### config.mk
export PLATFORM = sky130hd
export DESIGN_NAME = acTop
export DESIGN_NICKNAME = d
export VERILOG_FILES = /design/src/rtl/autoconfPkg.sv /design/src/rtl/acRegIf.sv /design/src/rtl/acCycleFsm.sv /design/src/rtl/acChainCounter.sv /design/src/rtl/acDescriptorRom.sv /design/src/rtl/acBaseRegs.sv /design/src/rtl/acTop.sv
export SDC_FILE = /design/constraint.sdc
export NUM_CORES = 1
export LEC_CHECK = 0
export BUFFER_PORTS_ARGS = -buffer_cell sky130_fd_sc_hd__buf_2
export CORE_MARGIN = 1.5
export CORE_UTILIZATION = 40
export DETAILED_ROUTE_END_ITERATION = 10
export SYNTH_ARGS = -nofsm -noshare
export SYNTH_HDL_FRONTEND = slang
export SYNTH_HIERARCHICAL = 1
export SYNTH_SLANG_ARGS = --single-unit
### constraint.sdc
create_clock -name CLK40 -period 2.7 [get_ports CLK40]
set_input_delay 0.405 -clock CLK40 [delete_from_list [all_inputs] [get_ports CLK40]]
set_output_delay 0.405 -clock CLK40 [all_outputs]
set_load 0.01 [all_outputs]
### src/rtl/autoconfPkg.sv
package autoconfPkg;

  //////////////////////////////////////////////////////////////////////
  // Bus data types
  //////////////////////////////////////////////////////////////////////

  typedef logic [3:0] nibbleT;     // One nibble on D31-28
  typedef logic [1:0] boardIdxT;   // Position in the chain

  localparam boardIdxT BOARD_BRIDGE = 2'd0;
  localparam boardIdxT BOARD_LIDE   = 2'd1;
  localparam boardIdxT BOARD_PRO    = 2'd2;  // Expansion ROM board, last in chain

  //////////////////////////////////////////////////////////////////////
  // Descriptor identity
  //////////////////////////////////////////////////////////////////////

  localparam logic [7:0]  BRIDGE_PID = 8'd4;
  localparam logic [7:0]  LIDE_PID   = 8'd3;
  localparam logic [7:0]  PRO_PID    = 8'd200;

  localparam logic [15:0] MFR_ID     = 16'd600;   // Bridge and IDE
  localparam logic [15:0] PRO_MFR_ID = 16'd3643;

  localparam logic [31:0] SERIAL_NUM = 32'd1;

  //////////////////////////////////////////////////////////////////////
  // Register offsets in the configuration space
  //////////////////////////////////////////////////////////////////////

  localparam logic [7:0] OFS_TYPE    = 8'h00;  // Board type, not inverted
  localparam logic [7:0] OFS_SIZE    = 8'h02;  // Size nibble, not inverted
  localparam logic [7:0] OFS_PROD_HI = 8'h04;
  localparam logic [7:0] OFS_PROD_LO = 8'h06;
  localparam logic [7:0] OFS_FLAGS   = 8'h08;
  localparam logic [7:0] OFS_MFR_0   = 8'h10;  // Manufacturer, MS nibble
  localparam logic [7:0] OFS_MFR_3   = 8'h16;  // Manufacturer, LS nibble
  localparam logic [7:0] OFS_SER_0   = 8'h18;  // Serial number, MS nibble
  localparam logic [7:0] OFS_SER_7   = 8'h26;  // Serial number, LS nibble

  localparam logic [7:0] OFS_BASE_HI = 8'h48;
  localparam logic [7:0] OFS_BASE_LO = 8'h4A;

endpackage

### src/rtl/acRegIf.sv
`timescale 1ns/1ps

interface acRegIf
  import autoconfPkg::*;
();

  logic [7:0] regOfs;     // Byte offset, bit 0 always zero
  logic       readStb;
  logic       writeStb;
  nibbleT     wrNibble;
  boardIdxT   boardIdx;
  logic       chainDone;  // All three boards configured

  modport fsm (
    output regOfs, readStb, writeStb, wrNibble,
    input  chainDone
  );

  modport chain (
    output boardIdx, chainDone
  );

  modport data (
    input regOfs, readStb, writeStb, wrNibble, boardIdx, chainDone
  );

endinterface

### src/rtl/acCycleFsm.sv
`timescale 1ns/1ps

module acCycleFsm
  import autoconfPkg::*;
(
  input  logic       CLK40,
  input  logic       RESETn,
  input  logic       autoconfigSpace,
  input  logic       tsN,
  input  logic       rnW,
  input  logic       cpuConfN,
  input  logic [7:1] addr,
  input  nibbleT     dIn,
  output logic       acTack,
  acRegIf.fsm        bus
);

  typedef enum logic [1:0] {
    stIdle  = 2'd0,
    stRead  = 2'd1,
    stWrite = 2'd2,
    stAck   = 2'd3
  } stateT;

  stateT      state;
  logic       tsHit;     // Set after E0
  logic       startQ;    // Set after E1
  logic       rnWQ;
  logic [7:0] ofsQ;
  nibbleT     nibQ;
  logic       goCycle;

  //////////////////////////////////////////////////////////////////////
  // Cycle start
  //////////////////////////////////////////////////////////////////////

  always_ff @(posedge CLK40) begin
    if (!RESETn) begin
      tsHit  <= 1'b0;
      startQ <= 1'b0;
    end else begin
      tsHit  <= autoconfigSpace && !tsN && !bus.chainDone;  // Silent once chain is done
      startQ <= tsHit;
    end
  end

  // Address, write data and direction are held for the rest of the cycle
  always_ff @(posedge CLK40) begin
    if (tsHit) begin
      ofsQ <= {addr, 1'b0};
      nibQ <= dIn;
      rnWQ <= rnW;
    end
  end

  assign goCycle = (state == stIdle) && startQ && !cpuConfN;

  //////////////////////////////////////////////////////////////////////
  // Cycle sequencer
  //////////////////////////////////////////////////////////////////////

  always_ff @(posedge CLK40) begin
    if (!RESETn) begin
      state        <= stIdle;
      acTack       <= 1'b0;
      bus.writeStb <= 1'b0;
    end else begin
      acTack       <= 1'b0;
      bus.writeStb <= 1'b0;
      case (state)
        stIdle: begin
          if (goCycle && rnWQ) begin
            state <= stRead;
          end else if (goCycle) begin
            state        <= stWrite;
            bus.writeStb <= 1'b1;  // Data modules act at E3
          end
        end
        stRead: begin
          acTack <= 1'b1;          // E3
          state  <= stIdle;
        end
        stWrite: state <= stAck;
        stAck: begin
          acTack <= 1'b1;          // E4
          state  <= stIdle;
        end
        default: state <= stIdle;
      endcase
    end
  end

  assign bus.readStb  = goCycle && rnWQ;  // ROM loads dOut at E2
  assign bus.regOfs   = ofsQ;
  assign bus.wrNibble = nibQ;

  ackOnePulse: assert property (@(posedge CLK40) disable iff (!RESETn)
    acTack |=> !acTack);

  strobesExclusive: assert property (@(posedge CLK40) disable iff (!RESETn)
    !(bus.readStb && bus.writeStb));

endmodule

### src/rtl/acChainCounter.sv
`timescale 1ns/1ps

module acChainCounter
  import autoconfPkg::*;
(
  input  logic  CLK40,
  input  logic  RESETn,
  input  logic  boardDone,
  output logic  configured,
  output logic  configEnN,
  acRegIf.chain bus
);

  boardIdxT idxQ;
  logic     doneQ;

  //////////////////////////////////////////////////////////////////////
  // Chain position
  //////////////////////////////////////////////////////////////////////

  always_ff @(posedge CLK40) begin
    if (!RESETn) begin
      idxQ       <= BOARD_BRIDGE;
      doneQ      <= 1'b0;
      configured <= 1'b0;
      configEnN  <= 1'b1;  // Next card waits
    end else if (boardDone && !doneQ) begin
      if (idxQ == BOARD_PRO) begin
        // Last board finished, hand over to the next card
        doneQ      <= 1'b1;
        configured <= 1'b1;
        configEnN  <= 1'b0;
      end else begin
        idxQ <= idxQ + 2'd1;
      end
    end
  end

  assign bus.boardIdx  = idxQ;
  assign bus.chainDone = doneQ;

  idxInRange: assert property (@(posedge CLK40) disable iff (!RESETn)
    bus.boardIdx <= BOARD_PRO);

endmodule

### src/rtl/acDescriptorRom.sv
`timescale 1ns/1ps

module acDescriptorRom
  import autoconfPkg::*;
(
  input  logic CLK40,
  input  logic RESETn,
  input  logic autoBoot,
  output nibbleT dOut,
  acRegIf.data bus
);

  nibbleT descNib;

  //////////////////////////////////////////////////////////////////////
  // Descriptor table
  //////////////////////////////////////////////////////////////////////

  function automatic nibbleT descLookup(boardIdxT brd, logic [7:0] ofs, logic boot);
    logic [7:0]  pid;
    logic [15:0] mfr;
    nibbleT      flags;
    nibbleT      raw;
    int unsigned sel;
    pid   = BRIDGE_PID;
    mfr   = MFR_ID;
    flags = 4'hC;
    if (brd == BOARD_LIDE) begin
      pid   = LIDE_PID;
      flags = 4'h4;
    end else if (brd == BOARD_PRO) begin
      pid   = PRO_PID;
      mfr   = PRO_MFR_ID;
      flags = 4'h7;
    end
    raw = 4'h0;                                    // Reads back as 0xF
    case (ofs)
      // The first two nibbles are returned as is
      OFS_TYPE: begin
        if (brd == BOARD_LIDE) begin
          return {3'b110, boot};                   // Autoboot bit for the IDE
        end else if (brd == BOARD_PRO) begin
          return 4'h8;
        end
        return 4'hC;
      end
      OFS_SIZE: begin
        if (brd == BOARD_LIDE) begin
          return 4'h2;
        end else if (brd == BOARD_PRO) begin
          return 4'h5;
        end
        return 4'h1;
      end
      OFS_PROD_HI: raw = pid[7:4];
      OFS_PROD_LO: raw = pid[3:0];
      OFS_FLAGS:   raw = flags;
      default: begin
        if (ofs >= OFS_MFR_0 && ofs <= OFS_MFR_3) begin
          sel = 32'(ofs - OFS_MFR_0) >> 1;         // 0 is the MS nibble
          raw = mfr[(3 - sel) * 4 +: 4];
        end else if (ofs >= OFS_SER_0 && ofs <= OFS_SER_7) begin
          sel = 32'(ofs - OFS_SER_0) >> 1;
          raw = SERIAL_NUM[(7 - sel) * 4 +: 4];
        end
      end
    endcase
    return ~raw;                                   // Rest of the table is inverted
  endfunction

  assign descNib = descLookup(bus.boardIdx, bus.regOfs, autoBoot);

  //////////////////////////////////////////////////////////////////////
  // Read data register
  //////////////////////////////////////////////////////////////////////

  always_ff @(posedge CLK40) begin
    if (!RESETn) begin
      dOut <= 4'h0;
    end else if (bus.chainDone) begin
      dOut <= 4'hF;                                // Chain done, bus reads idle
    end else if (bus.readStb) begin
      dOut <= descNib;
    end
  end

endmodule

### src/rtl/acBaseRegs.sv
`timescale 1ns/1ps

module acBaseRegs
  import autoconfPkg::*;
(
  input  logic       CLK40,
  input  logic       RESETn,
  output logic       boardDone,
  output logic [7:0] bridgeBase,
  output logic [7:1] lideBase,
  output logic [2:0] proBase,
  acRegIf.data       bus
);

  logic loWrite;
  logic hiWrite;

  assign loWrite = bus.writeStb && (bus.regOfs == OFS_BASE_LO);
  assign hiWrite = bus.writeStb && (bus.regOfs == OFS_BASE_HI);

  // Taking the high nibble finishes the current board
  assign boardDone = hiWrite;

  //////////////////////////////////////////////////////////////////////
  // Base address registers
  //////////////////////////////////////////////////////////////////////

  always_ff @(posedge CLK40) begin
    if (!RESETn) begin
      bridgeBase <= 8'h00;
      lideBase   <= 7'h00;
      proBase    <= 3'b000;
    end else if (loWrite) begin
      case (bus.boardIdx)
        BOARD_BRIDGE: bridgeBase[3:0] <= bus.wrNibble;
        BOARD_LIDE:   lideBase[3:1]   <= bus.wrNibble[3:1];  // 128K granularity
        default: ;                                           // ROM board has no low half
      endcase
    end else if (hiWrite) begin
      case (bus.boardIdx)
        BOARD_BRIDGE: bridgeBase[7:4] <= bus.wrNibble;
        BOARD_LIDE:   lideBase[7:4]   <= bus.wrNibble;
        default:      proBase         <= bus.wrNibble[3:1];
      endcase
    end
  end

  noWriteWhenDone: assert property (@(posedge CLK40) disable iff (!RESETn)
    bus.writeStb |-> !bus.chainDone);

endmodule

### src/rtl/acTop.sv
`timescale 1ns/1ps

module acTop (
  input  logic       CLK40,
  input  logic       RESETn,
  input  logic       autoconfigSpace,
  input  logic       rnW,
  input  logic       tsN,
  input  logic       autoBoot,
  input  logic       cpuConfN,
  input  logic [3:0] dIn,         // D31-28
  input  logic [7:1] addr,
  output logic       configEnN,
  output logic       configured,
  output logic       acTack,
  output logic [7:0] bridgeBase,
  output logic [7:1] lideBase,
  output logic [2:0] proBase,
  output logic [3:0] dOut         // D31-28
);

  logic boardDone;

  acRegIf acBus ();

  //////////////////////////////////////////////////////////////////////
  // Cycle control
  //////////////////////////////////////////////////////////////////////

  acCycleFsm uCycleFsm (
    .CLK40           (CLK40),
    .RESETn          (RESETn),
    .autoconfigSpace (autoconfigSpace),
    .tsN             (tsN),
    .rnW             (rnW),
    .cpuConfN        (cpuConfN),
    .addr            (addr),
    .dIn             (dIn),
    .acTack          (acTack),
    .bus             (acBus.fsm)
  );

  acChainCounter uChainCounter (
    .CLK40      (CLK40),
    .RESETn     (RESETn),
    .boardDone  (boardDone),
    .configured (configured),
    .configEnN  (configEnN),
    .bus        (acBus.chain)
  );

  //////////////////////////////////////////////////////////////////////
  // Data path
  //////////////////////////////////////////////////////////////////////

  acDescriptorRom uDescriptorRom (
    .CLK40    (CLK40),
    .RESETn   (RESETn),
    .autoBoot (autoBoot),
    .dOut     (dOut),
    .bus      (acBus.data)
  );

  acBaseRegs uBaseRegs (
    .CLK40      (CLK40),
    .RESETn     (RESETn),
    .boardDone  (boardDone),
    .bridgeBase (bridgeBase),
    .lideBase   (lideBase),
    .proBase    (proBase),
    .bus        (acBus.data)
  );

endmodule

==> summary.txt <==
Status
  • Status: finished clean

Critical path
  • CP max stage delay: between 500 and 600 ps
  • CP top delay family: simple AND/OR/NAND/NOR gates
  • Slowest CP cell: edfxtp_1
  • Worst path bufs/invs: 1
  • CP max FO: 11
  • Startpoint types: flop
  • Worst r2r path cells: 7
  • Worst r2r dst: uDescriptorRom/dOut[0]
  • CP required: about 2900 ps
  • CP Cell Sequence: inv_1, ha_1, nor4b_2, nand2_1, or4_1, nand3b_1, o22ai_1
  • WS Path Type: flop to flop
  • Worst r2r src: uCycleFsm/bus.regOfs[3]
  • Worst R2R Setup Slack: 570 ps
  • Worst EP arrival: about 2300 ps
  • Setup crit end kind: flop

STA
  • Clock Skew: around 6 ps
  • Final setup viols: 0
  • Max Fclk: between 0.4 and 0.5 GHz
  • Slew HR: between 50% and 60%
  • Worst Tran Pin Value: ~610 ps
  • RSZ-0062 raised after global routing: false
  • Setup_tns: 0 ps
  • Period utilisation layout: between 70% and 80%
  • Final max-slew violation count: 0
  • Final hold viol count: 0
  • Final min period: roughly 2100 ps

Route
  • Drt first-iter violations: roughly 110
  • Drt pass-1 iters: 4
  • DRC Markers: 0
  • Met1 WL: 2040 um
  • DR top layer: met4
  • ANT nets after route: 0
  • Via count: 1572
  • Routed wl met3: between 200 and 250 um
  • DR vias/cell: 5.02
  • Routed WL: between 4000 and 5000 um
  • Post-DR wirelength/cell: 12.8 um
  • Met2 wire length: ~1700 um

CTS
  • Clock transition at path regs: roughly 90 ps
  • Hold Buf Count CTS: 0
  • CTS sink cnt: 44
  • CTS tree: built
  • Setup repair bufs after CTS: 0
  • Clock latency on the worst-skew pair: 300 ps
  • Clk root buf: clkbuf_8
  • Clock Path Buffers: 2
  • H-Tree Depth: 2
  • CTS buffer count: 5
  • Post-CTS sizing: 0

GRT
  • Global-route usage over all layers: between 10% and 20%
  • Initial antenna violation count: 0
  • Grt ovf: 0
  • Vias in the first global route: ~1300
  • Largest net degree at the start of global routing: 37
  • First-pass GRT wire length: approximately 6400 um

Placement
  • Gp weighted congestion: 0.957
  • Port Buffer Count: 42
  • Final HPWL DP: 2900 um
  • Placed Cells: about 310

Min path
  • Hold Path Origin: dIn[1]
  • Hold Path Depth: 1
  • Hold Path Class: input port to flop
  • Hold endpoint: uCycleFsm/bus.wrNibble[1]

Logic synthesis
  • Post-Synth Adder-Cell Area: ~4.8%
  • Synth warn: 6
  • Post-Syn Instances: between 200 and 250
  • Compound-Gate Fraction of Synth Area: 9.49%
  • Post-synthesis mux area share: 10.1%
  • Post-Synth XOR/XNOR Area: 0%
  • FF+latch count, synth: 44
  • Dominant synthesized flop cell: dfxtp_1
  • Synth Cell Area: 0.00208 mm^2
  • Library cells used by synthesis: 48
  • Largest family of logic cells by synthesized area: simple AND/OR/NAND/NOR gates
  • Syn nets: around 230
  • Syn_area_per_cell: 10.3 um^2
  • EDFF count, synth: 12
  • Post-synthesis simple-gate area fraction: about a quarter
  • Async set or reset register ratio after synthesis: 0%
  • Seq/Total Area, Yosys: approximately half

Job
  • Max_cap viols: 0

Power and ir drop
  • VDD IR max: approximately 0.00038 V
  • Power Density: 499 mW/mm^2
  • P_leak: 1.07 nW

Floorplanning
  • Die X: 75.2 um
  • Floorplan row count: 26
  • Starting Density: approximately two fifths
  • I/O pins: between 40 and 50
  • Placeable Area: between 0.005 and 0.006 mm^2
  • Die area: 0.00565 mm^2
  • Vert. Die Dim: approximately 75 um

Cells and area
  • Fillers: roughly 530
  • Diodes inserted: 0
  • Layout area overhead: 17.2%
  • Sequential cell area: roughly 0.001 mm^2
  • Post-layout nets: between 200 and 300
  • Layout cells sized above 1: approximately a quarter
  • Layout Cells excl Fill: ~310
  • Multi-input logic area: 0.00100 mm^2
registers in the layout (all words and copies together) (netlist names):
register and count:
uCycleFsm/acTack 1, uCycleFsm/state 2, uChainCounter/bus.chainDone 1, uCycleFsm/bus.regOfs 7
uCycleFsm/bus.writeStb 1, uChainCounter/bus.boardIdx 2, uBaseRegs/proBase 3, uCycleFsm/tsHit 1
uCycleFsm/bus.wrNibble 4, uDescriptorRom/dOut 4, uCycleFsm/rnWQ 1, uBaseRegs/bridgeBase 8
uBaseRegs/lideBase 7, uCycleFsm/startQ 1, uChainCounter/configEnN 1
area by class of cell:
class                           instances  share of cell area [%]
Clock buffer                            6                    3.84
Clock inverter                          2                   0.513
Inverter                                9                    1.38
Multi-Input combinational cell        140                    41.1
Sequential cell                        44                    41.0
Tap cell                               70                    3.59
Timing Repair Buffer                   42                    8.61
how the worst max path moves through the flow:
stage / start / slack (ps) / depth (start not counted) / end
floorplan: uCycleFsm/bus.regOfs[3] / 600 / 8 / uDescriptorRom/dOut[0]
global placement: uCycleFsm/bus.regOfs[3] / 620 / 7 / uDescriptorRom/dOut[0]
detailed placement: uCycleFsm/bus.regOfs[3] / 570 / 7 / uDescriptorRom/dOut[0]
CTS: uCycleFsm/bus.regOfs[3] / 560 / 7 / uDescriptorRom/dOut[0]
global route: uCycleFsm/bus.regOfs[3] / 350 / 7 / uDescriptorRom/dOut[0]
finish: uCycleFsm/bus.regOfs[3] / 570 / 7 / uDescriptorRom/dOut[0]
cells in the mapped netlist, types with 2 or more instances:
master | count | area [um^2]
dfxtp_1 | 32 | 641
nand2_1 | 32 | 120
mux2i_1 | 21 | 210
edfxtp_1 | 12 | 360
o21ai_0 | 11 | 55.1
inv_1 | 9 | 33.8
ha_1 | 8 | 100
nor2_1 | 8 | 30.0
a21oi_1 | 6 | 30.0
clkbuf_1 | 5 | 18.8
nand2b_1 | 5 | 31.3
nor2b_1 | 5 | 31.3
a31oi_1 | 4 | 25.0
buf_4 | 3 | 22.5
nand3_1 | 3 | 15.0
and2_1 | 2 | 12.5
nand3b_1 | 2 | 15.0
nand4b_1 | 2 | 17.5
nand4b_2 | 2 | 30.0
o21ai_2 | 2 | 17.5
stage by stage:
| stage | utilization, % | instance area, um^2 | power [W] | worst slack [ps] | hold slack [ps] |
|---|---|---|---|---|---|
| 2_1_floorplan | - | 2080 | 0.000744 | 599 | 423 |
| 3_3_place_gp | 46.0 | 2330 | 0.000769 | 616 | 436 |
| 3_5_place_dp | 46.0 | 2330 | 0.000769 | 570 | 445 |
| 4_1_cts | 48.1 | 2440 | 0.00124 | 560 | 263 |
| 5_1_grt | 48.1 | 2440 | 0.00127 | 345 | 262 |
| 6_report | 48.1 | 2440 | 0.00122 | 569 | 275 |
cells by family after synthesis:
family                     after synthesis
muxes                                   21
other                                    1
AOI/OAI and AO/OA                       31
buffers and inverters                   18
and+or+nand+nor                         79
DFF                                     44
adders and majority gates                8
layout by cell type (no fill, tap or decap), types with 2 or more instances in the layout:
cell,instances
dfxtp_1,32
nand2_1,32
clkbuf_8,5
nand3_1,3
buf_2,42
ha_1,8
nand3b_1,2
o21ai_0,11
o21ai_2,2
nor2_1,8
nor2b_1,5
a31oi_1,4
edfxtp_1,12
inv_1,9
a21oi_1,6
and2_1,2
nand2b_1,5
nand4b_1,2
mux2i_1,21
nand4b_2,2
power breakdown:
group | total [W] | internal, W | switching (W)
sequential | 0.000700 | 0.000688 | 0.0000121
clock | 0.000466 | 0.000237 | 0.000229
combinational | 0.0000529 | 0.0000235 | 0.0000294
routing by layer:
layer	global-route usage, %	vias up
met2	21.5	46
li1	-	798
met1	22.3	722
met5	0	-
met4	4.76	0
met3	4.28	6
No activity file was read; power rests on OpenSTA's default activity.
